--- src/dram_pkg.sv ---
/* Memory subsystem shared definitions
   Bus widths, memory geometry and the enums used across the blocks */

package dram_pkg;

  //////////////////////////////
  // SoC side
  //////////////////////////////
  localparam int SocDataWidth = 32;
  localparam int SocStrbWidth = SocDataWidth / 8;
  localparam int SocAddrWidth = 32;
  localparam int SocIdWidth   = 4;

  //////////////////////////////
  // Memory side
  //////////////////////////////
  localparam int DramDataWidth = 128;
  localparam int DramStrbWidth = DramDataWidth / 8;
  localparam int DramAddrWidth = 12;
  localparam int DramDepth     = 256;
  localparam int DramIdWidth   = 2;

  // Derived geometry
  localparam int LaneCount       = DramDataWidth / SocDataWidth;
  localparam int LaneSelWidth    = $clog2(LaneCount);
  localparam int LaneOffset      = $clog2(SocStrbWidth);
  localparam int WordOffsetWidth = $clog2(DramStrbWidth);
  localparam int DramIndexWidth  = $clog2(DramDepth);

  // Live remapped IDs, also the lane queue depth
  localparam int MaxOutstanding = 4;
  localparam int PtrWidth       = $clog2(MaxOutstanding);

  typedef enum logic {
    OP_READ  = 1'b0,
    OP_WRITE = 1'b1
  } mem_op_e;

  typedef enum logic [1:0] {
    CTRL_IDLE    = 2'd0,
    CTRL_ACCESS  = 2'd1,
    CTRL_RESPOND = 2'd2
  } ctrl_state_e;

endpackage

--- src/dram_req_if.sv ---
/* Request channel between subsystem blocks
   Single-beat valid/ready request with wide data and byte strobes */

`timescale 1ns/1ps

interface dram_req_if;

  logic                                valid;
  logic                                ready;
  dram_pkg::mem_op_e                   op;
  logic [dram_pkg::SocAddrWidth-1:0]   addr;
  logic [dram_pkg::DramIdWidth-1:0]    id;
  // Side field, full SoC ID ahead of the remap stage
  logic [dram_pkg::SocIdWidth-1:0]     soc_id;
  logic [dram_pkg::DramDataWidth-1:0]  data;
  logic [dram_pkg::DramStrbWidth-1:0]  strb;

  modport mgr (
    output valid, op, addr, id, soc_id, data, strb,
    input  ready
  );

  modport sub (
    input  valid, op, addr, id, soc_id, data, strb,
    output ready
  );

endinterface

--- src/dram_rsp_if.sv ---
/* Response channel between subsystem blocks
   Single-beat valid/ready response with wide data and error flag */

`timescale 1ns/1ps

interface dram_rsp_if;

  logic                                valid;
  logic                                ready;
  logic [dram_pkg::DramIdWidth-1:0]    id;
  // Restored SoC ID on the way back up
  logic [dram_pkg::SocIdWidth-1:0]     soc_id;
  logic [dram_pkg::DramDataWidth-1:0]  data;
  logic                                err;

  modport mgr (
    output valid, id, soc_id, data, err,
    input  ready
  );

  modport sub (
    input  valid, id, soc_id, data, err,
    output ready
  );

endinterface

--- src/dram_ctrl.sv ---
/* Memory controller FSM
   Range-checks and trims addresses, runs one access, then holds the response */

`timescale 1ns/1ps

module dram_ctrl (
  input  logic                                  soc_clk_i,
  input  logic                                  rst_n_i,
  dram_req_if.sub                               req,
  dram_rsp_if.mgr                               rsp,
  output logic                                  mem_en_o,
  output logic                                  mem_we_o,
  output logic [dram_pkg::DramIndexWidth-1:0]   mem_index_o,
  output logic [dram_pkg::DramDataWidth-1:0]    mem_wdata_o,
  output logic [dram_pkg::DramStrbWidth-1:0]    mem_strb_o,
  input  logic [dram_pkg::DramDataWidth-1:0]    mem_rdata_i
);

  dram_pkg::ctrl_state_e               state_q;
  dram_pkg::ctrl_state_e               state_d;
  dram_pkg::mem_op_e                   op_q;
  logic [dram_pkg::DramIndexWidth-1:0] index_q;
  logic [dram_pkg::DramDataWidth-1:0]  data_q;
  logic [dram_pkg::DramStrbWidth-1:0]  strb_q;
  logic [dram_pkg::DramIdWidth-1:0]    id_q;
  logic                                in_range_q;
  logic                                in_range;
  logic                                req_fire;

  // Nothing may be set above the 4 KiB window
  assign in_range = ~|req.addr[dram_pkg::SocAddrWidth-1:dram_pkg::DramAddrWidth];
  assign req_fire = req.valid && req.ready;

  //////////////////////////////
  // FSM
  //////////////////////////////
  always_comb begin
    state_d = state_q;
    unique case (state_q)
      dram_pkg::CTRL_IDLE:    if (req_fire) state_d = dram_pkg::CTRL_ACCESS;
      dram_pkg::CTRL_ACCESS:  state_d = dram_pkg::CTRL_RESPOND;
      dram_pkg::CTRL_RESPOND: if (rsp.ready) state_d = dram_pkg::CTRL_IDLE;
      default:                state_d = dram_pkg::CTRL_IDLE;
    endcase
  end

  always_ff @(posedge soc_clk_i or negedge rst_n_i) begin
    if (!rst_n_i) begin
      state_q <= dram_pkg::CTRL_IDLE;
    end else begin
      state_q <= state_d;
    end
  end

  // Request capture
  always_ff @(posedge soc_clk_i) begin
    if (req_fire) begin
      op_q       <= req.op;
      index_q    <= req.addr[dram_pkg::WordOffsetWidth +: dram_pkg::DramIndexWidth];
      data_q     <= req.data;
      strb_q     <= req.strb;
      id_q       <= req.id;
      in_range_q <= in_range;
    end
  end

  assign req.ready = (state_q == dram_pkg::CTRL_IDLE);

  //////////////////////////////
  // Memory port
  //////////////////////////////
  assign mem_en_o    = (state_q == dram_pkg::CTRL_ACCESS) && in_range_q;
  assign mem_we_o    = (op_q == dram_pkg::OP_WRITE);
  assign mem_index_o = index_q;
  assign mem_wdata_o = data_q;
  assign mem_strb_o  = strb_q;

  // Response, read data stays on the array output until the next access
  assign rsp.valid  = (state_q == dram_pkg::CTRL_RESPOND);
  assign rsp.id     = id_q;
  assign rsp.soc_id = '0;
  assign rsp.err    = !in_range_q;
  assign rsp.data   = (in_range_q && op_q == dram_pkg::OP_READ) ? mem_rdata_i : '0;

endmodule

--- src/flat_wrapper.sv ---
// flat-port wrapper written by rule: the top's interface ports become plain ports
module dram_ctrl_flat 
  (soc_clk_i, rst_n_i, mem_en_o, mem_we_o, mem_index_o, mem_wdata_o, mem_strb_o, mem_rdata_i, req_valid, req_op, req_addr, req_id, req_soc_id, req_data, req_strb, req_ready, rsp_valid, rsp_id, rsp_soc_id, rsp_data, rsp_err, rsp_ready);
  dram_req_if req_i ();
  dram_rsp_if rsp_i ();
  input  logic soc_clk_i;
  input  logic rst_n_i;
  output logic mem_en_o;
  output logic mem_we_o;
  output logic [dram_pkg::DramIndexWidth-1:0] mem_index_o;
  output logic [dram_pkg::DramDataWidth-1:0] mem_wdata_o;
  output logic [dram_pkg::DramStrbWidth-1:0] mem_strb_o;
  input  logic [dram_pkg::DramDataWidth-1:0] mem_rdata_i;
  input wire logic [$bits(req_i.valid)-1:0] req_valid;
  input wire logic [$bits(req_i.op)-1:0] req_op;
  input wire logic [$bits(req_i.addr)-1:0] req_addr;
  input wire logic [$bits(req_i.id)-1:0] req_id;
  input wire logic [$bits(req_i.soc_id)-1:0] req_soc_id;
  input wire logic [$bits(req_i.data)-1:0] req_data;
  input wire logic [$bits(req_i.strb)-1:0] req_strb;
  output wire logic [$bits(req_i.ready)-1:0] req_ready;
  output wire logic [$bits(rsp_i.valid)-1:0] rsp_valid;
  output wire logic [$bits(rsp_i.id)-1:0] rsp_id;
  output wire logic [$bits(rsp_i.soc_id)-1:0] rsp_soc_id;
  output wire logic [$bits(rsp_i.data)-1:0] rsp_data;
  output wire logic [$bits(rsp_i.err)-1:0] rsp_err;
  input wire logic [$bits(rsp_i.ready)-1:0] rsp_ready;
  assign req_i.valid = req_valid;
  assign req_i.op = req_op;
  assign req_i.addr = req_addr;
  assign req_i.id = req_id;
  assign req_i.soc_id = req_soc_id;
  assign req_i.data = req_data;
  assign req_i.strb = req_strb;
  assign req_ready = req_i.ready;
  assign rsp_valid = rsp_i.valid;
  assign rsp_id = rsp_i.id;
  assign rsp_soc_id = rsp_i.soc_id;
  assign rsp_data = rsp_i.data;
  assign rsp_err = rsp_i.err;
  assign rsp_i.ready = rsp_ready;
  dram_ctrl u_core (.soc_clk_i(soc_clk_i), .rst_n_i(rst_n_i), .req(req_i), .rsp(rsp_i), .mem_en_o(mem_en_o), .mem_we_o(mem_we_o), .mem_index_o(mem_index_o), .mem_wdata_o(mem_wdata_o), .mem_strb_o(mem_strb_o), .mem_rdata_i(mem_rdata_i));
endmodule
--- config.mk ---
export PLATFORM = sky130hd
export DESIGN_NAME = dram_ctrl_flat
export DESIGN_NICKNAME = d
export VERILOG_FILES = /design/src/dram_pkg.sv /design/src/dram_req_if.sv /design/src/dram_rsp_if.sv /design/src/dram_ctrl.sv /design/src/flat_wrapper.sv
export SDC_FILE = /design/constraint.sdc
export NUM_CORES = 1
export LEC_CHECK = 0
export BUFFER_PORTS_ARGS = -buffer_cell sky130_fd_sc_hd__buf_2
export CORE_AREA = 5 5 234 236
export CTS_CLUSTER_DIAMETER = 200
export DETAILED_ROUTE_END_ITERATION = 10
export DIE_AREA = 0 0 239 241
export PLACE_DENSITY = 0.39
export SYNTH_ARGS = -nofsm -noshare
export SYNTH_HDL_FRONTEND = slang
export SYNTH_SLANG_ARGS = --single-unit
--- constraint.sdc ---
create_clock -name soc_clk_i -period 5.3 [get_ports soc_clk_i]
set_input_delay 0.265 -clock soc_clk_i [delete_from_list [all_inputs] [get_ports soc_clk_i]]
set_output_delay 0.265 -clock soc_clk_i [all_outputs]
set_load 0.03 [all_outputs]
==> results of run 1 <==
==> per-layer routing <==
metal  routed length, microns  GRT usage [%]  up-vias
met1                    11710          11.06     2683
met2                    16810          18.97      361
met5                       74              0        -
met4                      953          4.703       12
li1                         -              -     2647
met3                     3707          5.634       49
==> through the flow <==
| stage | util, % | area [sq um] | instances | setup WS (ns) |
|---|---|---|---|---|
| 2_1_floorplan | - | 5877 | 326 | 0.2594 |
| 3_3_place_gp | 18.42 | 9623 | 1591 | 2.646 |
| 3_5_place_dp | 18.42 | 9623 | 1591 | 2.567 |
| 4_1_cts | 22.50 | 11750 | 1780 | 2.006 |
| 5_1_grt | 22.54 | 11770 | 1782 | 2.439 |
| 6_report | 22.54 | 11780 | 1783 | 2.694 |
==> cells in the mapped netlist <==
library cell / number
and2_1: 40
and2_2: 90
buf_4: 4
buf_6: 2
clkbuf_2: 12
conb_1: 1
dfrtp_1: 2
edfxtp_1: 156
inv_1: 1
inv_2: 1
nand2_1: 1
nand2b_1: 1
nand3_1: 1
nor2_1: 2
nor2_4: 1
nor2b_1: 1
nor3_1: 1
nor4_1: 5
o21ai_0: 1
==> repair_timing <==
item	in CTS	in global routing
gates resized for setup	0	0
endpoints found under the hold margin	158	0
endpoints found under the setup margin	0	0
hold buffers	157	0
==> cell type report <==
class / instances / area [sq um] / share of cell area [%]
inverters: 2 / 7.507 / 0.06375
diodes: 2 / 5.005 / 0.04250
clock inverters: 15 / 131.4 / 1.116
multi-input cells: 148 / 1025 / 8.702
flip-flops and latches: 158 / 4735 / 40.20
well taps: 688 / 860.8 / 7.310
clock buffers: 17 / 425.4 / 3.612
repair buffers: 753 / 4587 / 38.95
==> cells by family (layout without fill, tap and decap cells) <==
logic type | after synthesis | after routing | synth area share (%)
flip-flops | 158 | 158 | 80.72
AND/OR/NAND/NOR | 143 | 143 | 17.09
buffers and inverters | 20 | 787 | 2.048
other | 1 | 6 | 0.06393
AO/OA/AOI/OAI | 1 | 1 | 0.08524
==> path summary, 6_finish.rpt <==
check,end,cells past startpoint
max,rsp_data[24],6
min,u_core.state_q[1],3
max reg2reg,u_core.mem_wdata_o[78],3
min reg2reg,u_core.state_q[1],1
max in group asynchronous,u_core.state_q[1],2
min in group asynchronous,u_core.state_q[0],2
==> where the power goes <==
group          switching, uW  internal (uW)
clock network            584            614
registers               63.3           1700
logic                   1140            448
==> critical path: stages (launching register included) <==
cell and delay, ns:
edfxtp_1 0.34, inv_2 0.09, nor2_4 0.32, buf_12 0.26
buf_4 0.38, and2_2 0.20, buf_2 0.24
==> registers in the layout (all words and copies together) (netlist names) <==
name	cells
u_core.in_range_q	1
u_core.mem_index_o	8
u_core.mem_strb_o	16
u_core.mem_wdata_o	128
u_core.mem_we_o	1
u_core.rsp.id	2
u_core.state_q	2
==> run metrics, run 1 <==
# DRC=0; largest net degree at the start of global routing=126; FMAX=roughly 380 MHz; global route total overflow=0; HPWL Detailed=27.17 mm; status=finished, final reports clean; vias per cell=around 3.2; crit path from=u_core.in_range_q; worst-path fanout max=62; Cells after Synth=between 300 and 400; final WL=33.26 mm; Synth Cell Area=5866 sq um; area grow syn2layout=100.8%; antenna violations before repair=11; Clock Latency Late Sink=~0.47 ns; IO buf count=593; Die Footprint=~58000 sq um; max-slew violations=0; number of global-route vias before repair=6145; share of the synthesized area in the top cell type=79.86%; CTS sink cnt=158; H-tree Lvls=4; Die H=241 microns; maxcap violations=0; overall power=between 4000 and 5000 uW; syn avg cell area=18.16 sq um; FF-to-FF setup slack=3.10 ns; nature of the critical path startpoint=flop; Chip Width=239 microns; FILL cells=5647; Clock Path Buffers=2; Rel. slew slack=approximately 41%; VDD IR max=242.9 uV; via count=approximately 5800; Worst-Margin Slew=approximately 0.89 ns; CTS tree=done; first-pass GRT wire length=43.73 mm; Synthesis Warnings=0; Worst Setup End Kind=output port; Final Net Count=1395; setup violators final=0; PwrDens=386.2 nW/um^2; starting density of the core=11.23%; share of cells above drive strength 1=between 60% and 70%; Worst Skew=0.01269 ns; Worst EP arrival=2.34 ns; critical path type=reg -> out; total CTS buffers=17; HP Class=in -> reg; Post CTS Setup Buffer Count=0; Worst EP required=5.04 ns; crit share post-route=49.18%; Seq cells post-synth=158; Routed WL per cell=between 15 and 20 microns; dominant cells by area after synthesis=edfxtp_1 80%, and2_2 12%, and2_1 4.3%; clk slew on worst S/H paths=0.08 ns; Iter 0 DRT Violations=191; Hold Vio Cnt, Final=0; Yosys cell types=19; minimum clock period=2.606 ns; RSZ-0062 raised after global routing=false; drt pass-1 iters=4; row count=84; worst hold slack=0.09932 ns; register area share after synthesis=80.72%; I/O pin count=606; gpl congestion=0.7332; most area-hungry cell type in the Yosys netlist=edfxtp_1; antenna viol nets, final=0; Core Area=approximately 52000 sq um; GRT Total Usage=10.92%; commonest non-fill, non-tap cell in the layout=buf_2; Pleak=0.005429 uW; CTS Root Cell=clkbuf_16; worst reg2reg path startpoint=u_core.state_q[0]; commonest non-fill, non-tap cells in the layout=593 x buf_2, 157 x dlygate4sd3_1, 156 x edfxtp_1, 90 x and2_2, 39 x and2_1; Hold Startpoint=rsp_ready; setup TNS=0 ns
No activity file was read; power rests on OpenSTA's default activity.
==> inputs of run 2 (changes only) <==
==> constraint.sdc (replaced) <==
create_clock -name soc_clk_i -period 2.73 [get_ports soc_clk_i]
set_input_delay 0.1365 -clock soc_clk_i [delete_from_list [all_inputs] [get_ports soc_clk_i]]
set_output_delay 0.1365 -clock soc_clk_i [all_outputs]
set_load 0.03 [all_outputs]
==> run 2 against run 1 <==
Final cell count grew 0.45%. Via count fell by 0.75%. Critical path depth decreased by 2. Die area is the same. Register-to-register slack got worse by 2.1 ns. Global-route usage decreased by 0.35 points. Sequential share of layout area fell by 0.27 points. Critical endpoint is now rsp_data[18]. Critical path type unchanged. Sequential power rose by 94%. Largest power group unchanged. Core utilization grew 0.15 points.
==> run metrics, run 2 (synthesis results as in run 1) <==
Worst Skew=0.01282 ns; CTS Root Cell=clkbuf_16; starting density of the core=11.23%; HPWL Detailed=26.57 mm; Combinational Power Share=34.7%; minimum clock period=between 2 and 2.5 ns; crit share post-route=about four fifths; R2R depth=3; Chip Width=239 microns; setup violators final=0; IO buf count=593; CTS tree=done; final WL=about 33 mm; H-tree Lvls=4; first-pass GRT wire length=43.11 mm; antenna violations before repair=9; GRT Total Usage=a little over a tenth; Hold Startpoint=req_addr[20]; PwrDens=between 700 and 800 nW/um^2; Pleak=approximately 0.0055 uW; Clock Path Buffers=2; commonest non-fill, non-tap cell in the layout=buf_2; Worst Setup End Kind=output port; setup TNS=0 ns; Routed WL per cell=18.18 microns; Hold Vio Cnt, Final=0; via count=5709; max-slew violations=0; worst reg2reg path startpoint=u_core.state_q[1]; Clk pwr share=between 20 and 30%; crit path from=u_core.mem_we_o; switching power=3436 uW; drt pass-1 iters=4; gpl congestion=around 0.74; antenna viol nets, final=0; Net Sw Frac=38.54%; critical path type=reg -> out; Final Net Count=1401; clk slew on worst S/H paths=0.08 ns; Worst-Margin Slew=~0.66 ns; largest net degree at the start of global routing=88; Post CTS Setup Buffer Count=0; Iter 0 DRT Violations=153; Clock Latency Late Sink=0.47 ns; share of cells above drive strength 1=65.79%; FF-to-FF setup slack=1.01 ns; nature of the critical path startpoint=flop; cell chain of the critical path=nor2_4, buf_4, and2_2, buf_2; number of global-route vias before repair=6242; Setup crit end=rsp_data[18]; area grow syn2layout=102.1%; FMAX=457.8 MHz; slowest stage delay, CP=0.52 ns; Rel. slew slack=a little under three fifths; r2r endpoint=u_core.mem_strb_o[7]; HP Class=in -> reg; total CTS buffers=17; Core Area=52240 sq um; VDD IR max=587.4 uV; Internal=between 5000 and 6000 uW; global route total overflow=0; I/O pin count=606; Worst EP required=between 2 and 3 ns; fin area=11860 sq um; RSZ-0062 raised after global routing=false; CTS-repair resized insts=0; commonest non-fill, non-tap cells in the layout=593 x buf_2, 159 x dlygate4sd3_1, 156 x edfxtp_1, 90 x and2_2, 39 x and2_1; CTS sink cnt=~160; Die H=approximately 240 microns; placed cell area=9673 sq um; # DRC=0; maxcap violations=0; status=finished, final reports clean; Seq pwr share=38.2%; Max stage delay cell, worst path=buf_4; Die Footprint=57600 sq um; row count=84; Worst EP arrival=2.05 ns; worst-path fanout max=87; vias per cell=3.188; max reg flops=roughly 130
## run 2: cell count changes in the layout (fill, tap and decap cells not counted), moves of 2 or more
cell	before	now
diode_2	2	4
dlygate4sd3_1	157	159
buf_4	1	5
clkinv_2	2	0
## run 2: per-layer routing
layer | vias to the layer above | part of all wire [%] | global-route usage [%]
met2 | 343 | 53 | 19.23
li1 | 2669 | - | -
met1 | 2655 | 35 | 10.51
met4 | 8 | 1.7 | 3.787
met5 | - | 0.16 | 0
met3 | 34 | 11 | 5.097
## run 2: layout make-up
class,instances,area (sq um)
Fill cell,5617,40380
Sequential cell,158,4735
Timing Repair Buffer,759,4637
Multi-Input combinational cell,148,1025
Tap cell,688,860.8
Clock buffer,18,429.2
Clock inverter,14,152.6
Antenna cell,4,10.01
Inverter,2,7.507
## run 2: per-stage QoR
step	setup WS [ns]	cells	utilization [%]	hold WS [ns]	total power [uW]
6_report	0.5454	1791	22.70	0.09394	8915
5_1_grt	0.3409	1787	22.68	0.05716	9358
4_1_cts	0.3868	1787	22.68	0.02593	9140
3_5_place_dp	0.9562	1596	18.52	-0.07231	6444
3_3_place_gp	0.9792	1596	18.52	-0.07437	6441
2_1_floorplan	0.2090	326	-	-0.1591	5265
## run 2: worst min-delay path by stage
| stage | end | slack, ns | cells after the start |
|---|---|---|---|
| after floorplan | u_core.state_q[0] | -0.16 | 0 |
| after global placement | u_core.state_q[1] | -0.07 | 1 |
| after detailed placement | u_core.state_q[1] | -0.07 | 1 |
| after CTS | u_core.in_range_q | 0.03 | 4 |
| after global routing | u_core.in_range_q | 0.06 | 4 |
| final | u_core.in_range_q | 0.09 | 4 |
## run 2: what timing repair did
action | 4_1_cts | 5_1_grt
endpoints found under the hold margin | 159 | 0
setup endpoints to repair | 0 | 0
hold buffers | 159 | 0
## run 2: worst max-delay path: cells and delay by family (launching register included)
| family | cells | cell delay (ns) |
|---|---|---|
| DFF | 1 | 0.43 |
| buffers and inverters | 2 | 0.73 |
| and+or+nand+nor | 2 | 0.41 |
## run 2: power groups by stage
stage	Combinational [uW]	Sequential, uW	Clock [uW]
final	3090	3410	2420
after global routing	3270	3450	2640
after CTS	3170	3420	2560
after detailed placement	2980	3470	0
after global placement	2990	3460	0
after floorplan	910	4350	0
==> inputs of run 3 (changes only) <==
--- a/config.mk
+++ b/config.mk
@@ -6,11 +6,11 @@
 export NUM_CORES = 1
 export LEC_CHECK = 0
 export BUFFER_PORTS_ARGS = -buffer_cell sky130_fd_sc_hd__buf_2
-export CORE_AREA = 5 5 234 236
+export CORE_AREA = 5 5 230 232
 export CTS_CLUSTER_DIAMETER = 200
 export DETAILED_ROUTE_END_ITERATION = 10
-export DIE_AREA = 0 0 239 241
-export PLACE_DENSITY = 0.39
+export DIE_AREA = 0 0 235 237
+export PLACE_DENSITY = 0.41
 export SYNTH_ARGS = -nofsm -noshare
 export SYNTH_HDL_FRONTEND = slang
 export SYNTH_SLANG_ARGS = --single-unit
==> constraint.sdc (replaced) <==
create_clock -name soc_clk_i -period 1.9 [get_ports soc_clk_i]
set_input_delay 0.095 -clock soc_clk_i [delete_from_list [all_inputs] [get_ports soc_clk_i]]
set_output_delay 0.095 -clock soc_clk_i [all_outputs]
set_load 0.03 [all_outputs]
==> run 3 against run 2 <==
Clock power up 41%. Power up 48%. Worst setup slack lost 0.46 ns. Critical endpoint is now rsp_data[84]. Clock skew is 0.0078 ns higher. First-iteration DRC count up 31%. Global-route usage grew 1.4 points. Final cell count increased by 0.56%. Highest routed layer unchanged. Die area down 3.3%. Routed wire length increased by 6.3%. Critical path type unchanged. Sequential cell count is the same. Non-clock buffer count rose by 15. Core utilization up 1.7 points.
==> run metrics, run 3 (synthesis results as in run 1) <==
Worst Skew=0.02059 ns; Pleak=roughly 0.0056 uW; worst reg2reg path startpoint=u_core.state_q[1]; number of global-route vias before repair=6603; CTS Root Cell=clkbuf_16; status=finished, final reports clean; VDD IR max=950.5 uV; hold endpoint=u_core.in_range_q; setup violators final=0; R2R depth=4; drt pass-1 iters=4; I/O pin count=606; Post-Place Cells=1596; H-tree Lvls=4; final WL=34.59 mm; largest net degree at the start of global routing=45; max-slew violations=0; area grow syn2layout=110.9%; worst hold slack=about 0.057 ns; buffers plus inverters on the worst setup path=3; cell family contributing the most delay on the critical path=buffers and inverters; Chip Width=235 microns; Iter 0 DRT Violations=200; max reg flops=128; via count=5847; Clock Path Buffers=2; Max stage delay cell, worst path=edfxtp_1; Die Footprint=55700 sq um; antenna viol nets, final=0; Routed WL per cell=19.21 microns; Worst EP arrival=between 1.5 and 2 ns; critical path type=reg -> out; Clock Latency Late Sink=0.46 ns; total CTS buffers=17; Core Area=around 51000 sq um; Final WS setup=0.08130 ns; FILL cells=5375; Hold Crit Depth=4; pre-CTS WS=0.3430 ns; minimum clock period=1.819 ns; PwrDens=1066 nW/um^2; maxcap violations=0; FMAX=549.8 MHz; Die H=237 microns; slowest stage delay, CP=roughly 0.43 ns; clk slew on worst S/H paths=approximately 0.070 ns; IO buf count=593; nature of the critical path startpoint=flop; commonest non-fill, non-tap cell in the layout=buf_2; cell chain of the critical path=nor2_4, buf_12, buf_16, and2_2, buf_4; worst-path fanout max=44; antenna violations before repair=17; Hold Startpoint=req_addr[30]; Worst Setup End Kind=output port; gpl congestion=0.9211; CTS tree=done; share of cells above drive strength 1=66.16%; HPWL Detailed=28.19 mm; starting density of the core=11.55%; first-pass GRT wire length=47.80 mm; # DRC=0; GRT Total Usage=11.98%; crit share post-route=between 90 and 100%; CTS sink cnt=158; RSZ-0062 raised after global routing=true; row count=83; Hold Vio Cnt, Final=0; setup TNS=0 ns; r2r endpoint=u_core.mem_wdata_o[2]; Final Net Count=1416; commonest non-fill, non-tap cells in the layout=506 x buf_2, 163 x dlygate4sd3_1, 156 x edfxtp_1, 90 x and2_2, 72 x buf_4; FF-to-FF setup slack=0.38 ns; placed cell area=9793 sq um; HP Class=in -> reg; global route total overflow=0; fin area=~12000 sq um; Worst EP required=around 1.8 ns; vias per cell=around 3.2; fin cells=1801
## run 3: cell count changes in the layout (fill, tap and decap cells not counted), moves of 2 or more
| cell | previous run | this run |
|---|---|---|
| buf_12 | 2 | 7 |
| buf_2 | 593 | 506 |
| buf_16 | 0 | 2 |
| clkbuf_4 | 0 | 7 |
| diode_2 | 4 | 7 |
| clkinv_2 | 0 | 2 |
| buf_4 | 5 | 72 |
| dlygate4sd3_1 | 159 | 163 |
| buf_6 | 0 | 17 |
## run 3: layer usage
layer	vias to the layer above	GRT usage, %	wire [microns]
met5	-	0	101
met4	16	4.353	820
met3	50	5.649	3191
met2	367	22.19	18590
met1	2712	11.63	11900
li1	2702	-	-
## run 3: how the worst max path moves through the flow
stage | from | to | cells after the start
5_1_grt | u_core.mem_we_o | rsp_data[73] | 5
3_3_place_gp | u_core.state_q[0] | u_core.mem_wdata_o[91] | 4
2_1_floorplan | u_core.state_q[0] | u_core.in_range_q | 2
4_1_cts | u_core.mem_we_o | rsp_data[104] | 5
3_5_place_dp | u_core.state_q[0] | u_core.mem_wdata_o[60] | 4
6_report | u_core.mem_we_o | rsp_data[84] | 5
## run 3: per-stage QoR
step,util (%),total power [uW]
after floorplan,-,7582
after global placement,19.28,9468
after detailed placement,19.28,9470
after CTS,23.99,13420
after global routing,24.33,13840
final,24.36,13180
## run 3: area by class of cell
type / count / area [sq um] / area share (%)
Clock inverter: 15 / 156.4 / 1.265
Multi-Input combinational cell: 148 / 1032 / 8.346
Antenna cell: 7 / 17.52 / 0.1416
Timing Repair Buffer: 774 / 5144 / 41.59
Clock buffer: 17 / 425.4 / 3.440
Tap cell: 680 / 850.8 / 6.879
Inverter: 2 / 7.507 / 0.06070
Sequential cell: 158 / 4735 / 38.28
## run 3: where the power goes
group | internal, uW | switching [uW]
registers | 4720 | 192
clock network | 1850 | 1570
logic | 1620 | 3240
total | 8180 | 5000
## run 3: tightest hold or removal path: cells and delay by family
kind	cells	cell delay, ns
simple gates	3	0.17
buf+inv	1	0.08
## run 3: repair_timing
action | CTS | global route
gates cloned | 1 | 0
endpoints found under the hold margin | 160 | 0
hold buffers | 163 | 0
buffers inserted | 2 | 0
endpoints found under the setup margin | 72 | 61
resized for setup | 47 | 95
