==> src/dram_pkg.sv <==
/* Memory subsystem shared definitions
   Bus widths, memory geometry and the enums used across the blocks */

package dram_pkg;

  //////////////////////////////
  // SoC side
  //////////////////////////////
  localparam int SocDataWidth = 32;
  localparam int SocStrbWidth = SocDataWidth / 8;
  localparam int SocAddrWidth = 32;
  localparam int SocIdWidth   = 4;

  //////////////////////////////
  // Memory side
  //////////////////////////////
  localparam int DramDataWidth = 128;
  localparam int DramStrbWidth = DramDataWidth / 8;
  localparam int DramAddrWidth = 12;
  localparam int DramDepth     = 256;
  localparam int DramIdWidth   = 2;

  // Derived geometry
  localparam int LaneCount       = DramDataWidth / SocDataWidth;
  localparam int LaneSelWidth    = $clog2(LaneCount);
  localparam int LaneOffset      = $clog2(SocStrbWidth);
  localparam int WordOffsetWidth = $clog2(DramStrbWidth);
  localparam int DramIndexWidth  = $clog2(DramDepth);

  // Live remapped IDs, also the lane queue depth
  localparam int MaxOutstanding = 4;
  localparam int PtrWidth       = $clog2(MaxOutstanding);

  typedef enum logic {
    OP_READ  = 1'b0,
    OP_WRITE = 1'b1
  } mem_op_e;

  typedef enum logic [1:0] {
    CTRL_IDLE    = 2'd0,
    CTRL_ACCESS  = 2'd1,
    CTRL_RESPOND = 2'd2
  } ctrl_state_e;

endpackage

==> src/dram_req_if.sv <==
/* Request channel between subsystem blocks
   Single-beat valid/ready request with wide data and byte strobes */

`timescale 1ns/1ps

interface dram_req_if;

  logic                                valid;
  logic                                ready;
  dram_pkg::mem_op_e                   op;
  logic [dram_pkg::SocAddrWidth-1:0]   addr;
  logic [dram_pkg::DramIdWidth-1:0]    id;
  // Side field, full SoC ID ahead of the remap stage
  logic [dram_pkg::SocIdWidth-1:0]     soc_id;
  logic [dram_pkg::DramDataWidth-1:0]  data;
  logic [dram_pkg::DramStrbWidth-1:0]  strb;

  modport mgr (
    output valid, op, addr, id, soc_id, data, strb,
    input  ready
  );

  modport sub (
    input  valid, op, addr, id, soc_id, data, strb,
    output ready
  );

endinterface

==> src/dram_rsp_if.sv <==
/* Response channel between subsystem blocks
   Single-beat valid/ready response with wide data and error flag */

`timescale 1ns/1ps

interface dram_rsp_if;

  logic                                valid;
  logic                                ready;
  logic [dram_pkg::DramIdWidth-1:0]    id;
  // Restored SoC ID on the way back up
  logic [dram_pkg::SocIdWidth-1:0]     soc_id;
  logic [dram_pkg::DramDataWidth-1:0]  data;
  logic                                err;

  modport mgr (
    output valid, id, soc_id, data, err,
    input  ready
  );

  modport sub (
    input  valid, id, soc_id, data, err,
    output ready
  );

endinterface

==> src/dram_dw_upsizer.sv <==
/* Data width upsizer, 32-bit SoC bus onto 128-bit memory words
   Steers write lanes by address and selects the read lane from a queue */

`timescale 1ns/1ps

module dram_dw_upsizer (
  input  logic                                soc_clk_i,
  input  logic                                rst_n_i,
  // Narrow request
  input  logic                                req_valid_i,
  output logic                                req_ready_o,
  input  logic                                req_write_i,
  input  logic [dram_pkg::SocAddrWidth-1:0]   req_addr_i,
  input  logic [dram_pkg::SocIdWidth-1:0]     req_id_i,
  input  logic [dram_pkg::SocDataWidth-1:0]   req_wdata_i,
  input  logic [dram_pkg::SocStrbWidth-1:0]   req_strb_i,
  // Narrow response
  output logic                                rsp_valid_o,
  input  logic                                rsp_ready_i,
  output logic [dram_pkg::SocIdWidth-1:0]     rsp_id_o,
  output logic [dram_pkg::SocDataWidth-1:0]   rsp_rdata_o,
  output logic                                rsp_err_o,
  // Wide side
  dram_req_if.mgr                             dn_req,
  dram_rsp_if.sub                             dn_rsp
);

  logic [dram_pkg::LaneSelWidth-1:0] req_lane;
  logic [dram_pkg::LaneSelWidth-1:0] head_lane;
  logic [dram_pkg::LaneSelWidth-1:0] lane_q [dram_pkg::MaxOutstanding];
  logic [dram_pkg::PtrWidth-1:0]     wr_ptr_q;
  logic [dram_pkg::PtrWidth-1:0]     rd_ptr_q;
  logic [dram_pkg::PtrWidth:0]       count_q;
  logic                              push;
  logic                              pop;
  logic                              q_full;
  logic                              q_empty;

  // Lane picked by address bits 3:2
  assign req_lane = req_addr_i[dram_pkg::LaneOffset +: dram_pkg::LaneSelWidth];

  //////////////////////////////
  // Request path
  //////////////////////////////
  assign dn_req.valid  = req_valid_i;
  assign req_ready_o   = dn_req.ready;
  assign dn_req.op     = req_write_i ? dram_pkg::OP_WRITE : dram_pkg::OP_READ;
  assign dn_req.addr   = req_addr_i;
  // Filled in by the remap stage
  assign dn_req.id     = '0;
  assign dn_req.soc_id = req_id_i;
  assign dn_req.data   = {dram_pkg::LaneCount{req_wdata_i}};

  always_comb begin
    for (int l = 0; l < dram_pkg::LaneCount; l++) begin
      dn_req.strb[l*dram_pkg::SocStrbWidth +: dram_pkg::SocStrbWidth] =
        (req_lane == l) ? req_strb_i : '0;
    end
  end

  //////////////////////////////
  // Lane queue
  //////////////////////////////
  assign push    = dn_req.valid && dn_req.ready;
  assign pop     = dn_rsp.valid && dn_rsp.ready;
  assign q_full  = (count_q == dram_pkg::MaxOutstanding);
  assign q_empty = (count_q == '0);

  always_ff @(posedge soc_clk_i or negedge rst_n_i) begin
    if (!rst_n_i) begin
      wr_ptr_q <= '0;
      rd_ptr_q <= '0;
      count_q  <= '0;
    end else begin
      if (push) wr_ptr_q <= wr_ptr_q + 1'b1;
      if (pop) rd_ptr_q <= rd_ptr_q + 1'b1;
      case ({push, pop})
        2'b10:   count_q <= count_q + 1'b1;
        2'b01:   count_q <= count_q - 1'b1;
        default: count_q <= count_q;
      endcase
    end
  end

  always_ff @(posedge soc_clk_i) begin
    if (push) lane_q[wr_ptr_q] <= req_lane;
  end

  //////////////////////////////
  // Response path
  //////////////////////////////
  assign head_lane    = lane_q[rd_ptr_q];
  assign rsp_valid_o  = dn_rsp.valid;
  assign dn_rsp.ready = rsp_ready_i;
  assign rsp_id_o     = dn_rsp.soc_id;
  assign rsp_err_o    = dn_rsp.err;
  assign rsp_rdata_o  = dn_rsp.data[head_lane*dram_pkg::SocDataWidth +: dram_pkg::SocDataWidth];

  // Remap stage caps outstanding requests at the queue depth
  assert property (@(posedge soc_clk_i) disable iff (!rst_n_i)
    !(push && q_full) && !(pop && q_empty))
    else $error("lane queue overflow or underflow");

endmodule

==> src/flat_wrapper.sv <==
// flat-port wrapper written by rule: the top's interface ports become plain ports
module dram_dw_upsizer_flat 
  (soc_clk_i, rst_n_i, req_valid_i, req_ready_o, req_write_i, req_addr_i, req_id_i, req_wdata_i, req_strb_i, rsp_valid_o, rsp_ready_i, rsp_id_o, rsp_rdata_o, rsp_err_o, dn_req_valid, dn_req_op, dn_req_addr, dn_req_id, dn_req_soc_id, dn_req_data, dn_req_strb, dn_req_ready, dn_rsp_valid, dn_rsp_id, dn_rsp_soc_id, dn_rsp_data, dn_rsp_err, dn_rsp_ready);
  dram_req_if dn_req_i ();
  dram_rsp_if dn_rsp_i ();
  input  logic soc_clk_i;
  input  logic rst_n_i;
  input  logic req_valid_i;
  output logic req_ready_o;
  input  logic req_write_i;
  input  logic [dram_pkg::SocAddrWidth-1:0] req_addr_i;
  input  logic [dram_pkg::SocIdWidth-1:0] req_id_i;
  input  logic [dram_pkg::SocDataWidth-1:0] req_wdata_i;
  input  logic [dram_pkg::SocStrbWidth-1:0] req_strb_i;
  output logic rsp_valid_o;
  input  logic rsp_ready_i;
  output logic [dram_pkg::SocIdWidth-1:0] rsp_id_o;
  output logic [dram_pkg::SocDataWidth-1:0] rsp_rdata_o;
  output logic rsp_err_o;
  output wire logic [$bits(dn_req_i.valid)-1:0] dn_req_valid;
  output wire logic [$bits(dn_req_i.op)-1:0] dn_req_op;
  output wire logic [$bits(dn_req_i.addr)-1:0] dn_req_addr;
  output wire logic [$bits(dn_req_i.id)-1:0] dn_req_id;
  output wire logic [$bits(dn_req_i.soc_id)-1:0] dn_req_soc_id;
  output wire logic [$bits(dn_req_i.data)-1:0] dn_req_data;
  output wire logic [$bits(dn_req_i.strb)-1:0] dn_req_strb;
  input wire logic [$bits(dn_req_i.ready)-1:0] dn_req_ready;
  input wire logic [$bits(dn_rsp_i.valid)-1:0] dn_rsp_valid;
  input wire logic [$bits(dn_rsp_i.id)-1:0] dn_rsp_id;
  input wire logic [$bits(dn_rsp_i.soc_id)-1:0] dn_rsp_soc_id;
  input wire logic [$bits(dn_rsp_i.data)-1:0] dn_rsp_data;
  input wire logic [$bits(dn_rsp_i.err)-1:0] dn_rsp_err;
  output wire logic [$bits(dn_rsp_i.ready)-1:0] dn_rsp_ready;
  assign dn_req_valid = dn_req_i.valid;
  assign dn_req_op = dn_req_i.op;
  assign dn_req_addr = dn_req_i.addr;
  assign dn_req_id = dn_req_i.id;
  assign dn_req_soc_id = dn_req_i.soc_id;
  assign dn_req_data = dn_req_i.data;
  assign dn_req_strb = dn_req_i.strb;
  assign dn_req_i.ready = dn_req_ready;
  assign dn_rsp_i.valid = dn_rsp_valid;
  assign dn_rsp_i.id = dn_rsp_id;
  assign dn_rsp_i.soc_id = dn_rsp_soc_id;
  assign dn_rsp_i.data = dn_rsp_data;
  assign dn_rsp_i.err = dn_rsp_err;
  assign dn_rsp_ready = dn_rsp_i.ready;
  dram_dw_upsizer u_core (.soc_clk_i(soc_clk_i), .rst_n_i(rst_n_i), .req_valid_i(req_valid_i), .req_ready_o(req_ready_o), .req_write_i(req_write_i), .req_addr_i(req_addr_i), .req_id_i(req_id_i), .req_wdata_i(req_wdata_i), .req_strb_i(req_strb_i), .rsp_valid_o(rsp_valid_o), .rsp_ready_i(rsp_ready_i), .rsp_id_o(rsp_id_o), .rsp_rdata_o(rsp_rdata_o), .rsp_err_o(rsp_err_o), .dn_req(dn_req_i), .dn_rsp(dn_rsp_i));
endmodule
==> config.mk <==
export PLATFORM = sky130hd
export DESIGN_NAME = dram_dw_upsizer_flat
export DESIGN_NICKNAME = d
export VERILOG_FILES = /design/src/dram_pkg.sv /design/src/dram_req_if.sv /design/src/dram_rsp_if.sv /design/src/dram_dw_upsizer.sv /design/src/flat_wrapper.sv
export SDC_FILE = /design/constraint.sdc
export NUM_CORES = 1
export LEC_CHECK = 0
export BUFFER_PORTS_ARGS = -buffer_cell sky130_fd_sc_hd__buf_4
export CORE_AREA = 4 4 168 170
export CTS_CLUSTER_DIAMETER = 40
export DETAILED_ROUTE_END_ITERATION = 6
export DIE_AREA = 0 0 172 174
export PLACE_DENSITY_LB_ADDON = 0.05
export SLEW_MARGIN = 30
export SYNTH_ARGS = -nofsm -noshare
export SYNTH_HDL_FRONTEND = slang
export SYNTH_SLANG_ARGS = --single-unit
==> constraint.sdc <==
create_clock -name soc_clk_i -period 2.4 [get_ports soc_clk_i]
set_clock_uncertainty 0.05 [all_clocks]
set_input_delay 0.12 -clock soc_clk_i [delete_from_list [all_inputs] [get_ports soc_clk_i]]
set_output_delay 0.12 -clock soc_clk_i [all_outputs]
set_load 0.03 [all_outputs]
==> PnR_summary.wiki, run 1 <==
{| class="wikitable"
! Metric !! Value
|-
| Status || complete, no violations
|-
| Crit path cell chain || mux4_4, buf_12, mux2i_1, mux2i_1, buf_4
|-
| Vias in the first global route || approximately 2300
|-
| Flip-flop and latch count after synthesis || 12
|-
| DRC errors left || 0
|-
| Area of the die || 29900 um2
|-
| WHS Path Cells || 3
|-
| Worst Reg-to-Reg Cells || 3
|-
| DR iter-0 viols || 37
|-
| Endpoint kind of the worst setup timing path || primary output
|-
| Top FF cell, synth || sky130_fd_sc_hd__edfxtp_1
|-
| Share of synthesized area occupied by flip-flops and latches || 11.0%
|-
| Most frequently used cell type in the post-synthesis netlist || sky130_fd_sc_hd__buf_4
|-
| Count of vias placed by the detailed router || between 2000 and 2500
|-
| Worst endpoint data arrival time || around 2100 ps
|-
| Unrepaired setup endpoints after global routing || false
|-
| Fraction of power spent switching nets || 50.4%
|-
| Min Hold Slack || roughly 120 ps
|-
| Number of clock sinks || 12
|-
| Max cap viols || 0
|-
| Wire length of the first global-routing pass || 13500 um
|-
| Sequential group share of total power || 8.4%
|-
| Post-place setup slack || about 350 ps
|-
| Number of failing setup endpoints in the final timing report || 0
|-
| Number of hold violations in the final report || 0
|-
| Share of the synthesized area in the top cell type || 42.8%
|-
| Count of placed standard cells in the final layout, fillers left out || slightly below 700
|-
| Highest-delay cell along the critical path || sky130_fd_sc_hd__mux4_4
|-
| Worst Setup Path Type || register to primary output
|-
| Fraction of synthesis flops using an asynchronous set or reset pin || 33.3%
|-
| Clock Root Buffer || sky130_fd_sc_hd__clkbuf_16
|-
| EDFF count, synth || 8
|-
| Final worst-path setup slack || 135 ps
|-
| Clock share of power || under 10%
|-
| # resized after CTS || 0
|-
| Routed wire length || 9930 um
|-
| Final Power || 3.75 mW
|-
| Number of vias per cell || roughly 3.1
|-
| Area after DPL || roughly 3600 um2
|-
| Post-Synthesis Mean Instance Area || just over 9 um2
|-
| Port Buffer Count || 193
|-
| Post-DP HPWL || roughly 8500 um
|-
| Initial antenna violation count || 0
|-
| VDD IR-drop max || just over 0.5 mV
|-
| Ranking of synthesized cells by area || sky130_fd_sc_hd__buf_4 (43%), sky130_fd_sc_hd__mux2i_1 (31%), sky130_fd_sc_hd__edfxtp_1 (7.8%)
|-
| Std-Cell Rows || 60
|-
| Core Box Area || around 27000 um2
|-
| Cell internal power dissipation || approximately 1.9 mW
|-
| Pins Over Slew Limit || 0
|-
| Final TNS setup || 0 ps
|-
| Worst Hold Launch || rsp_ready_i
|-
| Boundary Pins || ~440
|-
| Width of the die || around 170 um
|-
| TritonCTS clock tree || done
|-
| Comb pwr share || around 84%
|-
| Largest buffer count on any clock path || 2
|-
| Cell area after technology mapping || about 3100 um2
|-
| Fraction of layout cells with a size suffix above 1 || approximately 58%
|-
| Starting Density || between 10 and 15%
|-
| Count of synthesis-stage warnings from yosys || 0
|-
| Power Density || between 1000 and 1500 nW/um2
|-
| Minimum clock period after layout || roughly 2300 ps
|-
| Maximum fanout along the worst path || 40
|-
| Maximum clock frequency || 442 MHz
|-
| Wirelength per Cell || between 10 and 15 um
|-
| Critical Path Source Type || register
|-
| Library cell occupying the most area in the post-synthesis netlist || sky130_fd_sc_hd__buf_4
|-
| CP required || 2230 ps
|-
| Final core area utilization || 13.6%
|-
| Count of TritonRoute iterations in the first routing pass || 3
|-
| Final period utilization || 94.4%
|-
| Slowest Stage Delay on Critical Path || 690 ps
|-
| Clock Pin Slew Worst Setup and Hold Paths || roughly 40 ps
|-
| Pin count of the biggest net entering global routing || a little over 40
|-
| Antenna-violating nets left || 0
|-
| Number of nets in the finished design || between 500 and 600
|-
| Capturing point of the worst reg2reg path || u_core.lane_q[2][1]
|-
| Postcts setup bufs || 0
|-
| Most numerous cell on the critical path || sky130_fd_sc_hd__mux2i_1
|-
| Diodes inserted || 0
|-
| Number of cells after detailed placement || ~700
|-
| Combined global-route utilization of all metal layers || around 5.7%
|-
| Top cells by count, synth || sky130_fd_sc_hd__buf_4 (176), sky130_fd_sc_hd__mux2i_1 (96), sky130_fd_sc_hd__and2_1 (12), sky130_fd_sc_hd__and3_1 (8), sky130_fd_sc_hd__edfxtp_1 (8)
|-
| TritonCTS Buffers || 3
|-
| Final design area excluding fillers || approximately 3600 um2
|-
| Sw Pwr || roughly 1.9 mW
|-
| Worst min-delay path category || input port to register
|-
| Cell count after synthesis || roughly 330
|-
| Area growth syn-to-layout || 17.9%
|-
| Worst reg2reg startpoint || u_core.wr_ptr_q[0]
|-
| Clock insertion delay at the later pin of the skew report || 230 ps
|-
| R2R setup slack || 1180 ps
|-
| CTS Hold Bufs || 1
|-
| Leakage power summed over all cells || roughly 1.9 nW
|-
| Hold endpoint || u_core.rd_ptr_q[0]
|-
| Overflow left after global routing || 0
|-
| CTS HTree Levels || 1
|-
| Number of distinct library cell variants in the gate-level netlist after synthesis || 21
|-
| Overall die height || roughly 170 um
|-
| Placer congestion estimate || between 0.6 and 0.7
|}
## sequential cells by signal (all words and copies together), names as in the netlist
name,cells
u_core.lane_q,8
u_core.rd_ptr_q,2
u_core.wr_ptr_q,2
## worst max-delay path, delay by kind of cell, from the launching register on
kind     cells  cell delay, ps
mux          3            1050
buf+inv      2             420
flops        1             370
## cell families after synthesis
group                    after synthesis  share of synthesized area, %
XOR/XNOR                               3                         0.851
buffers and inverters                189                          48.3
flip-flops                            12                          11.0
adder cells (fa/ha/maj)                4                          1.62
multiplexers                          99                          33.1
other                                  1                         0.121
AND/OR/NAND/NOR                       26                          4.98
## per-layer routing
| metal | share of wire [%] | up-vias | GRT usage, % |
|---|---|---|---|
| met5 | 0 | - | 0 |
| met4 | 1.2 | 0 | 1.02 |
| met3 | 13 | 21 | 2.73 |
| met2 | 47 | 177 | 9.90 |
| li1 | - | 973 | - |
| met1 | 38 | 946 | 6.49 |
## placed cells by master, fill, tap and decap left out, types with 3 or more instances in the layout
master and count:
sky130_fd_sc_hd__and3_1 8, sky130_fd_sc_hd__buf_4 197, sky130_fd_sc_hd__mux2i_1 96, sky130_fd_sc_hd__and2_1 12, sky130_fd_sc_hd__dfrtp_1 4, sky130_fd_sc_hd__clkbuf_16 3, sky130_fd_sc_hd__edfxtp_1 8, sky130_fd_sc_hd__ha_1 4
sky130_fd_sc_hd__xnor2_1 3
## worst max-delay path by stage
stage,depth (start not counted),slack [ps],endpoint,startpoint
final,5,140,rsp_rdata_o[9],u_core.rd_ptr_q[0]
after global routing,5,40,rsp_rdata_o[10],u_core.rd_ptr_q[0]
after CTS,5,80,rsp_rdata_o[9],u_core.rd_ptr_q[0]
after detailed placement,5,350,rsp_rdata_o[9],u_core.rd_ptr_q[0]
after global placement,5,350,rsp_rdata_o[9],u_core.rd_ptr_q[0]
after floorplan,5,350,rsp_rdata_o[10],u_core.rd_ptr_q[0]
## power groups by stage
stage / sequential [mW] / combinational, mW / clock [mW]
2_1_floorplan: 0.311 / 2.83 / 0
3_3_place_gp: 0.322 / 3.24 / 0
3_5_place_dp: 0.322 / 3.22 / 0
4_1_cts: 0.320 / 3.23 / 0.307
5_1_grt: 0.326 / 3.35 / 0.318
6_report: 0.317 / 3.14 / 0.300
## final cells by class
| type | instances | area (um2) |
|---|---|---|
| fill | 3091 | 23100 |
| timing repair buffer | 200 | 1530 |
| multi-input combinational | 134 | 1260 |
| tap | 341 | 427 |
| sequential | 12 | 340 |
| clock buffer | 3 | 75.1 |
| inverter | 2 | 7.51 |
| clock inverter | 1 | 3.75 |
No activity file was read; power rests on OpenSTA's default activity.
==> run 2, diff against run 1 <==
--- a/constraint.sdc
+++ b/constraint.sdc
@@ -3,3 +3,3 @@
 set_input_delay 0.12 -clock soc_clk_i [delete_from_list [all_inputs] [get_ports soc_clk_i]]
 set_output_delay 0.12 -clock soc_clk_i [all_outputs]
-set_load 0.03 [all_outputs]
+set_load 0.005 [all_outputs]
==> PnR_summary.wiki, run 2 (synthesis results as in run 1) <==
{| class="wikitable"
! Metric !! Value
|-
| Commonest cells after routing, fill and taps aside || sky130_fd_sc_hd__buf_4 (200), sky130_fd_sc_hd__mux2i_1 (96), sky130_fd_sc_hd__and2_1 (12)
|-
| Power Density || between 800 and 900 nW/um2
|-
| Number of vias per cell || approximately 3
|-
| Filler Cell Count || roughly 3100
|-
| Final design area excluding fillers || approximately 3700 um2
|-
| Count of placed standard cells in the final layout, fillers left out || 697
|-
| Post-DP HPWL || roughly 8800 um
|-
| Largest buffer count on any clock path || 2
|-
| Wirelength per Cell || between 10 and 15 um
|-
| Endpoint kind of the worst setup timing path || primary output
|-
| Max cap viols || 0
|-
| Count of vias placed by the detailed router || between 2000 and 2500
|-
| Placer congestion estimate || ~0.66
|-
| Top Registers || u_core.lane_q: 8 flops, u_core.rd_ptr_q: 2 flops, u_core.wr_ptr_q: 2 flops
|-
| Worst Hold Launch || req_addr_i[2]
|-
| Number of clock sinks || 12
|-
| Width of the die || 172 um
|-
| Core Box Area || ~27000 um2
|-
| Flip-flop count of the largest register, all copies and words added || 8
|-
| Std-Cell Rows || 60
|-
| Crit. Startpoint || u_core.rd_ptr_q[0]
|-
| Boundary Pins || 438
|-
| Critical Path Source Type || register
|-
| Maximum fanout along the worst path || 9
|-
| Leakage power summed over all cells || between 1.5 and 2 nW
|-
| Total area of multi-input combinational cells || ~1300 um2
|-
| Pins Over Slew Limit || 0
|-
| Fraction of layout cells with a size suffix above 1 || approximately 59%
|-
| Highest signal layer in the routed design || met4
|-
| Port Buffer Count || approximately 190
|-
| Area after DPL || 3570 um2
|-
| Largest register by flop count || u_core.lane_q
|-
| Routed wire length || between 10000 and 15000 um
|-
| Diodes inserted || 0
|-
| Storage cell area || 340 um2
|-
| Vias in the first global route || 2326
|-
| Antenna-violating nets left || 0
|-
| TritonCTS Buffers || 3
|-
| Routed wire length on met2 || about 4800 um
|-
| Met1 Wirelength || between 3000 and 4000 um
|-
| Number of nets in the finished design || around 580
|-
| Overflow left after global routing || 0
|-
| Number of hold violations in the final report || 0
|-
| Worst reg2reg startpoint || u_core.wr_ptr_q[0]
|-
| Initial antenna violation count || 0
|-
| Unrepaired setup endpoints after global routing || true
|-
| CTS HTree Levels || 1
|-
| Final Power || a little over 3 mW
|-
| DR iter-0 viols || 32
|-
| Pin count of the biggest net entering global routing || 25
|-
| Combined global-route utilization of all metal layers || under 10%
|-
| Worst endpoint data arrival time || about 2100 ps
|-
| TritonCTS clock tree || done
|-
| CP required || 2230 ps
|-
| Length of routed met3 wiring || 1410 um
|-
| Final worst-path setup slack || ~120 ps
|-
| Worst min-delay path category || input port to register
|-
| Maximum clock frequency || ~440 MHz
|-
| Final TNS setup || 0 ps
|-
| Wire length of the first global-routing pass || about 14000 um
|-
| Clock Root Buffer || sky130_fd_sc_hd__clkbuf_16
|-
| Worst Setup Path Type || register to primary output
|-
| Count of TritonRoute iterations in the first routing pass || 4
|-
| Area growth syn-to-layout || 19.0%
|-
| Minimum clock period after layout || between 2000 and 2500 ps
|-
| Commonest non-fill, non-tap cell in the layout || sky130_fd_sc_hd__buf_4
|-
| Number of failing setup endpoints in the final timing report || 0
|-
| Post-place setup slack || 254 ps
|-
| Final period utilization || 95.0%
|-
| VDD IR-drop max || around 0.31 mV
|-
| Status || complete, no violations
|-
| Overall die height || 174 um
|-
| Starting Density || 11.6%
|-
| Area of the die || ~30000 um2
|-
| Clock insertion delay at the later pin of the skew report || approximately 240 ps
|-
| Clock Pin Slew Worst Setup and Hold Paths || about 40 ps
|-
| Number of cells after detailed placement || between 600 and 700
|-
| DRC errors left || 0
|}
[run 2: changes by cell type in the layout (fill, tap and decap cells not counted), sizes merged]
cell / previous run / this run
buf: 199 / 203
[run 2: layout make-up]
| type | count | share of cell area (%) |
|---|---|---|
| Sequential cell | 12 | 9.26 |
| Inverter | 2 | 0.204 |
| Clock inverter | 1 | 0.102 |
| Clock buffer | 3 | 2.04 |
| Multi-Input combinational cell | 134 | 34.2 |
| Timing Repair Buffer | 204 | 42.5 |
| Tap cell | 341 | 11.6 |
[run 2: final timing paths]
path	to	slack (ps)	cells past startpoint
setup / recovery	rsp_rdata_o[6]	120	5
hold / removal	u_core.lane_q[1][0]	120	1
setup reg to reg	u_core.lane_q[0][0]	1190	3
hold reg to reg	u_core.wr_ptr_q[0]	480	1
max in group asynchronous	u_core.rd_ptr_q[0]	2020	2
min in group asynchronous	u_core.wr_ptr_q[1]	180	2
[run 2: what timing repair did]
| item | CTS | global route |
|---|---|---|
| hold endpoints to repair | 4 | 0 |
| endpoints found under the setup margin | 3 | 2 |
| setup buffers | 2 | 0 |
| resized for setup | 0 | 1 |
| hold buffers | 1 | 0 |
[run 2: metal layers]
metal,vias up,track usage (%)
met2,178,10.3
met3,23,3.09
met5,-,0
met1,946,6.81
met4,0,1.11
li1,981,-
[run 2: metrics by stage]
step	hold WS, ps	utilization, %
after floorplan	-226	-
after global routing	142	13.7
after detailed placement	-127	13.3
after CTS	125	13.7
after global placement	-129	13.3
final	119	13.7
[run 2: power by group]
part           internal, mW  switching (mW)
clock                 0.219          0.0849
combinational          1.40            1.10
sequential            0.272          0.0424
[run 2: critical path: stages (launching register included)]
cell,delay [ps]
sky130_fd_sc_hd__dfrtp_1,360
sky130_fd_sc_hd__mux4_4,800
sky130_fd_sc_hd__buf_4,260
sky130_fd_sc_hd__mux2i_1,200
sky130_fd_sc_hd__mux2i_1,100
sky130_fd_sc_hd__buf_4,140
==> run 3, diff against run 2 <==
CORE_AREA = 2 2 171 173   (was 4 4 168 170)
DIE_AREA = 0 0 173 175   (was 0 0 172 174)
GPL_ROUTABILITY_DRIVEN = 0   (was unset)
==> PnR_summary.wiki, run 3 (synthesis results as in run 1) <==
{| class="wikitable"
! Metric !! Value
|-
| Final period utilization || a little over nine tenths
|-
| Largest buffer count on any clock path || 2
|-
| Count of TritonRoute iterations in the first routing pass || 2
|-
| Std-Cell Rows || 62
|-
| Pin count of the biggest net entering global routing || 31
|-
| Wire length of the first global-routing pass || 14600 um
|-
| Final design area excluding fillers || 3810 um2
|-
| Endpoint kind of the worst setup timing path || primary output
|-
| CP required || between 2000 and 2500 ps
|-
| Status || complete, no violations
|-
| Power Density || 877 nW/um2
|-
| Wirelength per Cell || between 10 and 15 um
|-
| Worst Hold Launch || rsp_ready_i
|-
| Clock insertion delay at the later pin of the skew report || roughly 240 ps
|-
| Number of nets in the finished design || 576
|-
| Worst Setup Path Type || register to primary output
|-
| Initial antenna violation count || 0
|-
| Starting Density || roughly 11%
|-
| Commonest cells after routing, fill and taps aside || sky130_fd_sc_hd__buf_4 (197), sky130_fd_sc_hd__mux2i_1 (96), sky130_fd_sc_hd__and2_1 (12)
|-
| Final TNS setup || 0 ps
|-
| Overall die height || 175 um
|-
| Number of failing setup endpoints in the final timing report || 0
|-
| Port Buffer Count || around 190
|-
| Pins Over Slew Limit || 0
|-
| Top Registers || u_core.lane_q: 8 flops, u_core.rd_ptr_q: 2 flops, u_core.wr_ptr_q: 2 flops
|-
| Boundary Pins || between 400 and 500
|-
| Number of hold violations in the final report || 0
|-
| Crit. Startpoint || u_core.rd_ptr_q[0]
|-
| Critical Path Source Type || register
|-
| Routed wire length || approximately 10000 um
|-
| Minimum clock period after layout || ~2300 ps
|-
| VDD IR-drop max || around 0.24 mV
|-
| Unrepaired setup endpoints after global routing || false
|-
| Post-DP HPWL || just under 9000 um
|-
| DR iter-0 viols || 15
|-
| Final worst-path setup slack || roughly 110 ps
|-
| Commonest non-fill, non-tap cell in the layout || sky130_fd_sc_hd__buf_4
|-
| Final core area utilization || 13.4%
|-
| Vias in the first global route || between 2000 and 2500
|-
| Count of vias placed by the detailed router || around 2100
|-
| Width of the die || between 150 and 200 um
|-
| Core Box Area || approximately 28000 um2
|-
| Filler Cell Count || between 3000 and 4000
|-
| Number of clock sinks || 12
|-
| Antenna-violating nets left || 0
|-
| Overflow left after global routing || 0
|-
| Clock Root Buffer || sky130_fd_sc_hd__clkbuf_16
|-
| Max cap viols || 0
|-
| Area after DPL || about 3600 um2
|-
| Maximum clock frequency || between 400 and 500 MHz
|-
| Worst min-delay path category || input port to register
|-
| Largest register by flop count || u_core.lane_q
|-
| Diodes inserted || 0
|-
| Area of the die || between 30000 and 40000 um2
|-
| Combined global-route utilization of all metal layers || roughly 6.2%
|-
| Post-place setup slack || roughly 220 ps
|-
| Clock Pin Slew Worst Setup and Hold Paths || ~40 ps
|-
| Fraction of layout cells with a size suffix above 1 || between 50% and 60%
|-
| Flip-flop count of the largest register, all copies and words added || 8
|-
| Worst reg2reg startpoint || u_core.wr_ptr_q[0]
|-
| Maximum fanout along the worst path || 15
|-
| DRC errors left || 0
|-
| CTS HTree Levels || 1
|-
| Leakage power summed over all cells || 1.92 nW
|-
| TritonCTS Buffers || 3
|-
| Area growth syn-to-layout || 23.5%
|-
| TritonCTS clock tree || done
|-
| Worst endpoint data arrival time || between 2000 and 2500 ps
|-
| Number of vias per cell || 2.86
|}
run 3: stage by stage:
step	power, mW	std cells	hold slack (ps)
after global routing	3.60	741	135
after CTS	3.24	737	116
after global placement	2.90	731	-124
after floorplan	2.14	335	-226
final	3.34	741	116
after detailed placement	2.90	731	-123
run 3: area by class of cell:
cell class / instances / area [um2] / area share, %
Inverter: 2 / 7.51 / 0.197
Clock inverter: 1 / 3.75 / 0.0985
Clock buffer: 3 / 75.1 / 1.97
Sequential cell: 12 / 342 / 8.96
Multi-Input combinational cell: 134 / 1260 / 33.0
Timing Repair Buffer: 205 / 1650 / 43.2
Tap cell: 384 / 480 / 12.6
run 3: routing by layer:
| metal | routed length, um | up-vias | global-route usage (%) | part of all wire (%) |
|---|---|---|---|---|
| li1 | - | 983 | - | - |
| met1 | 4450 | 947 | 7.75 | 42 |
| met2 | 4860 | 178 | 9.93 | 46 |
| met3 | 1120 | 14 | 2.68 | 11 |
| met4 | 59 | 0 | 1.17 | 0.56 |
| met5 | 0 | - | 0 | 0 |
run 3: worst max-delay path, cell delays in order, from the launching register on:
cell	delay [ps]
sky130_fd_sc_hd__dfrtp_2	400
sky130_fd_sc_hd__mux4_4	660
sky130_fd_sc_hd__buf_12	190
sky130_fd_sc_hd__clkbuf_16	200
sky130_fd_sc_hd__mux2i_1	180
sky130_fd_sc_hd__mux2i_1	90
sky130_fd_sc_hd__buf_4	150
run 3: repair_timing:
| item | 4_1_cts | 5_1_grt |
|---|---|---|
| buffers inserted | 1 | 2 |
| gates resized for setup | 1 | 1 |
| pin swaps | 0 | 0 |
| cloned | 0 | 2 |
| hold buffers | 1 | 0 |
| hold endpoints to repair | 4 | 0 |
| endpoints found under the setup margin | 7 | 3 |
run 3: final timing paths:
check	endpoint	slack, ps	depth (start not counted)
worst max-delay path	rsp_rdata_o[1]	110	6
worst min-delay path	u_core.rd_ptr_q[0]	120	3
worst max register to register	u_core.wr_ptr_q[1]	1180	3
worst min register to register	u_core.rd_ptr_q[0]	470	1
max in group asynchronous	u_core.rd_ptr_q[0]	2010	2
min in group asynchronous	u_core.rd_ptr_q[0]	170	2
run 3: report_power, final:
group          internal (mW)  switching, mW  leakage (nW)
clock network          0.219         0.0843        0.0385
logic                   1.55           1.17          1.76
registers              0.274         0.0486         0.118
total                   2.05           1.30          1.92
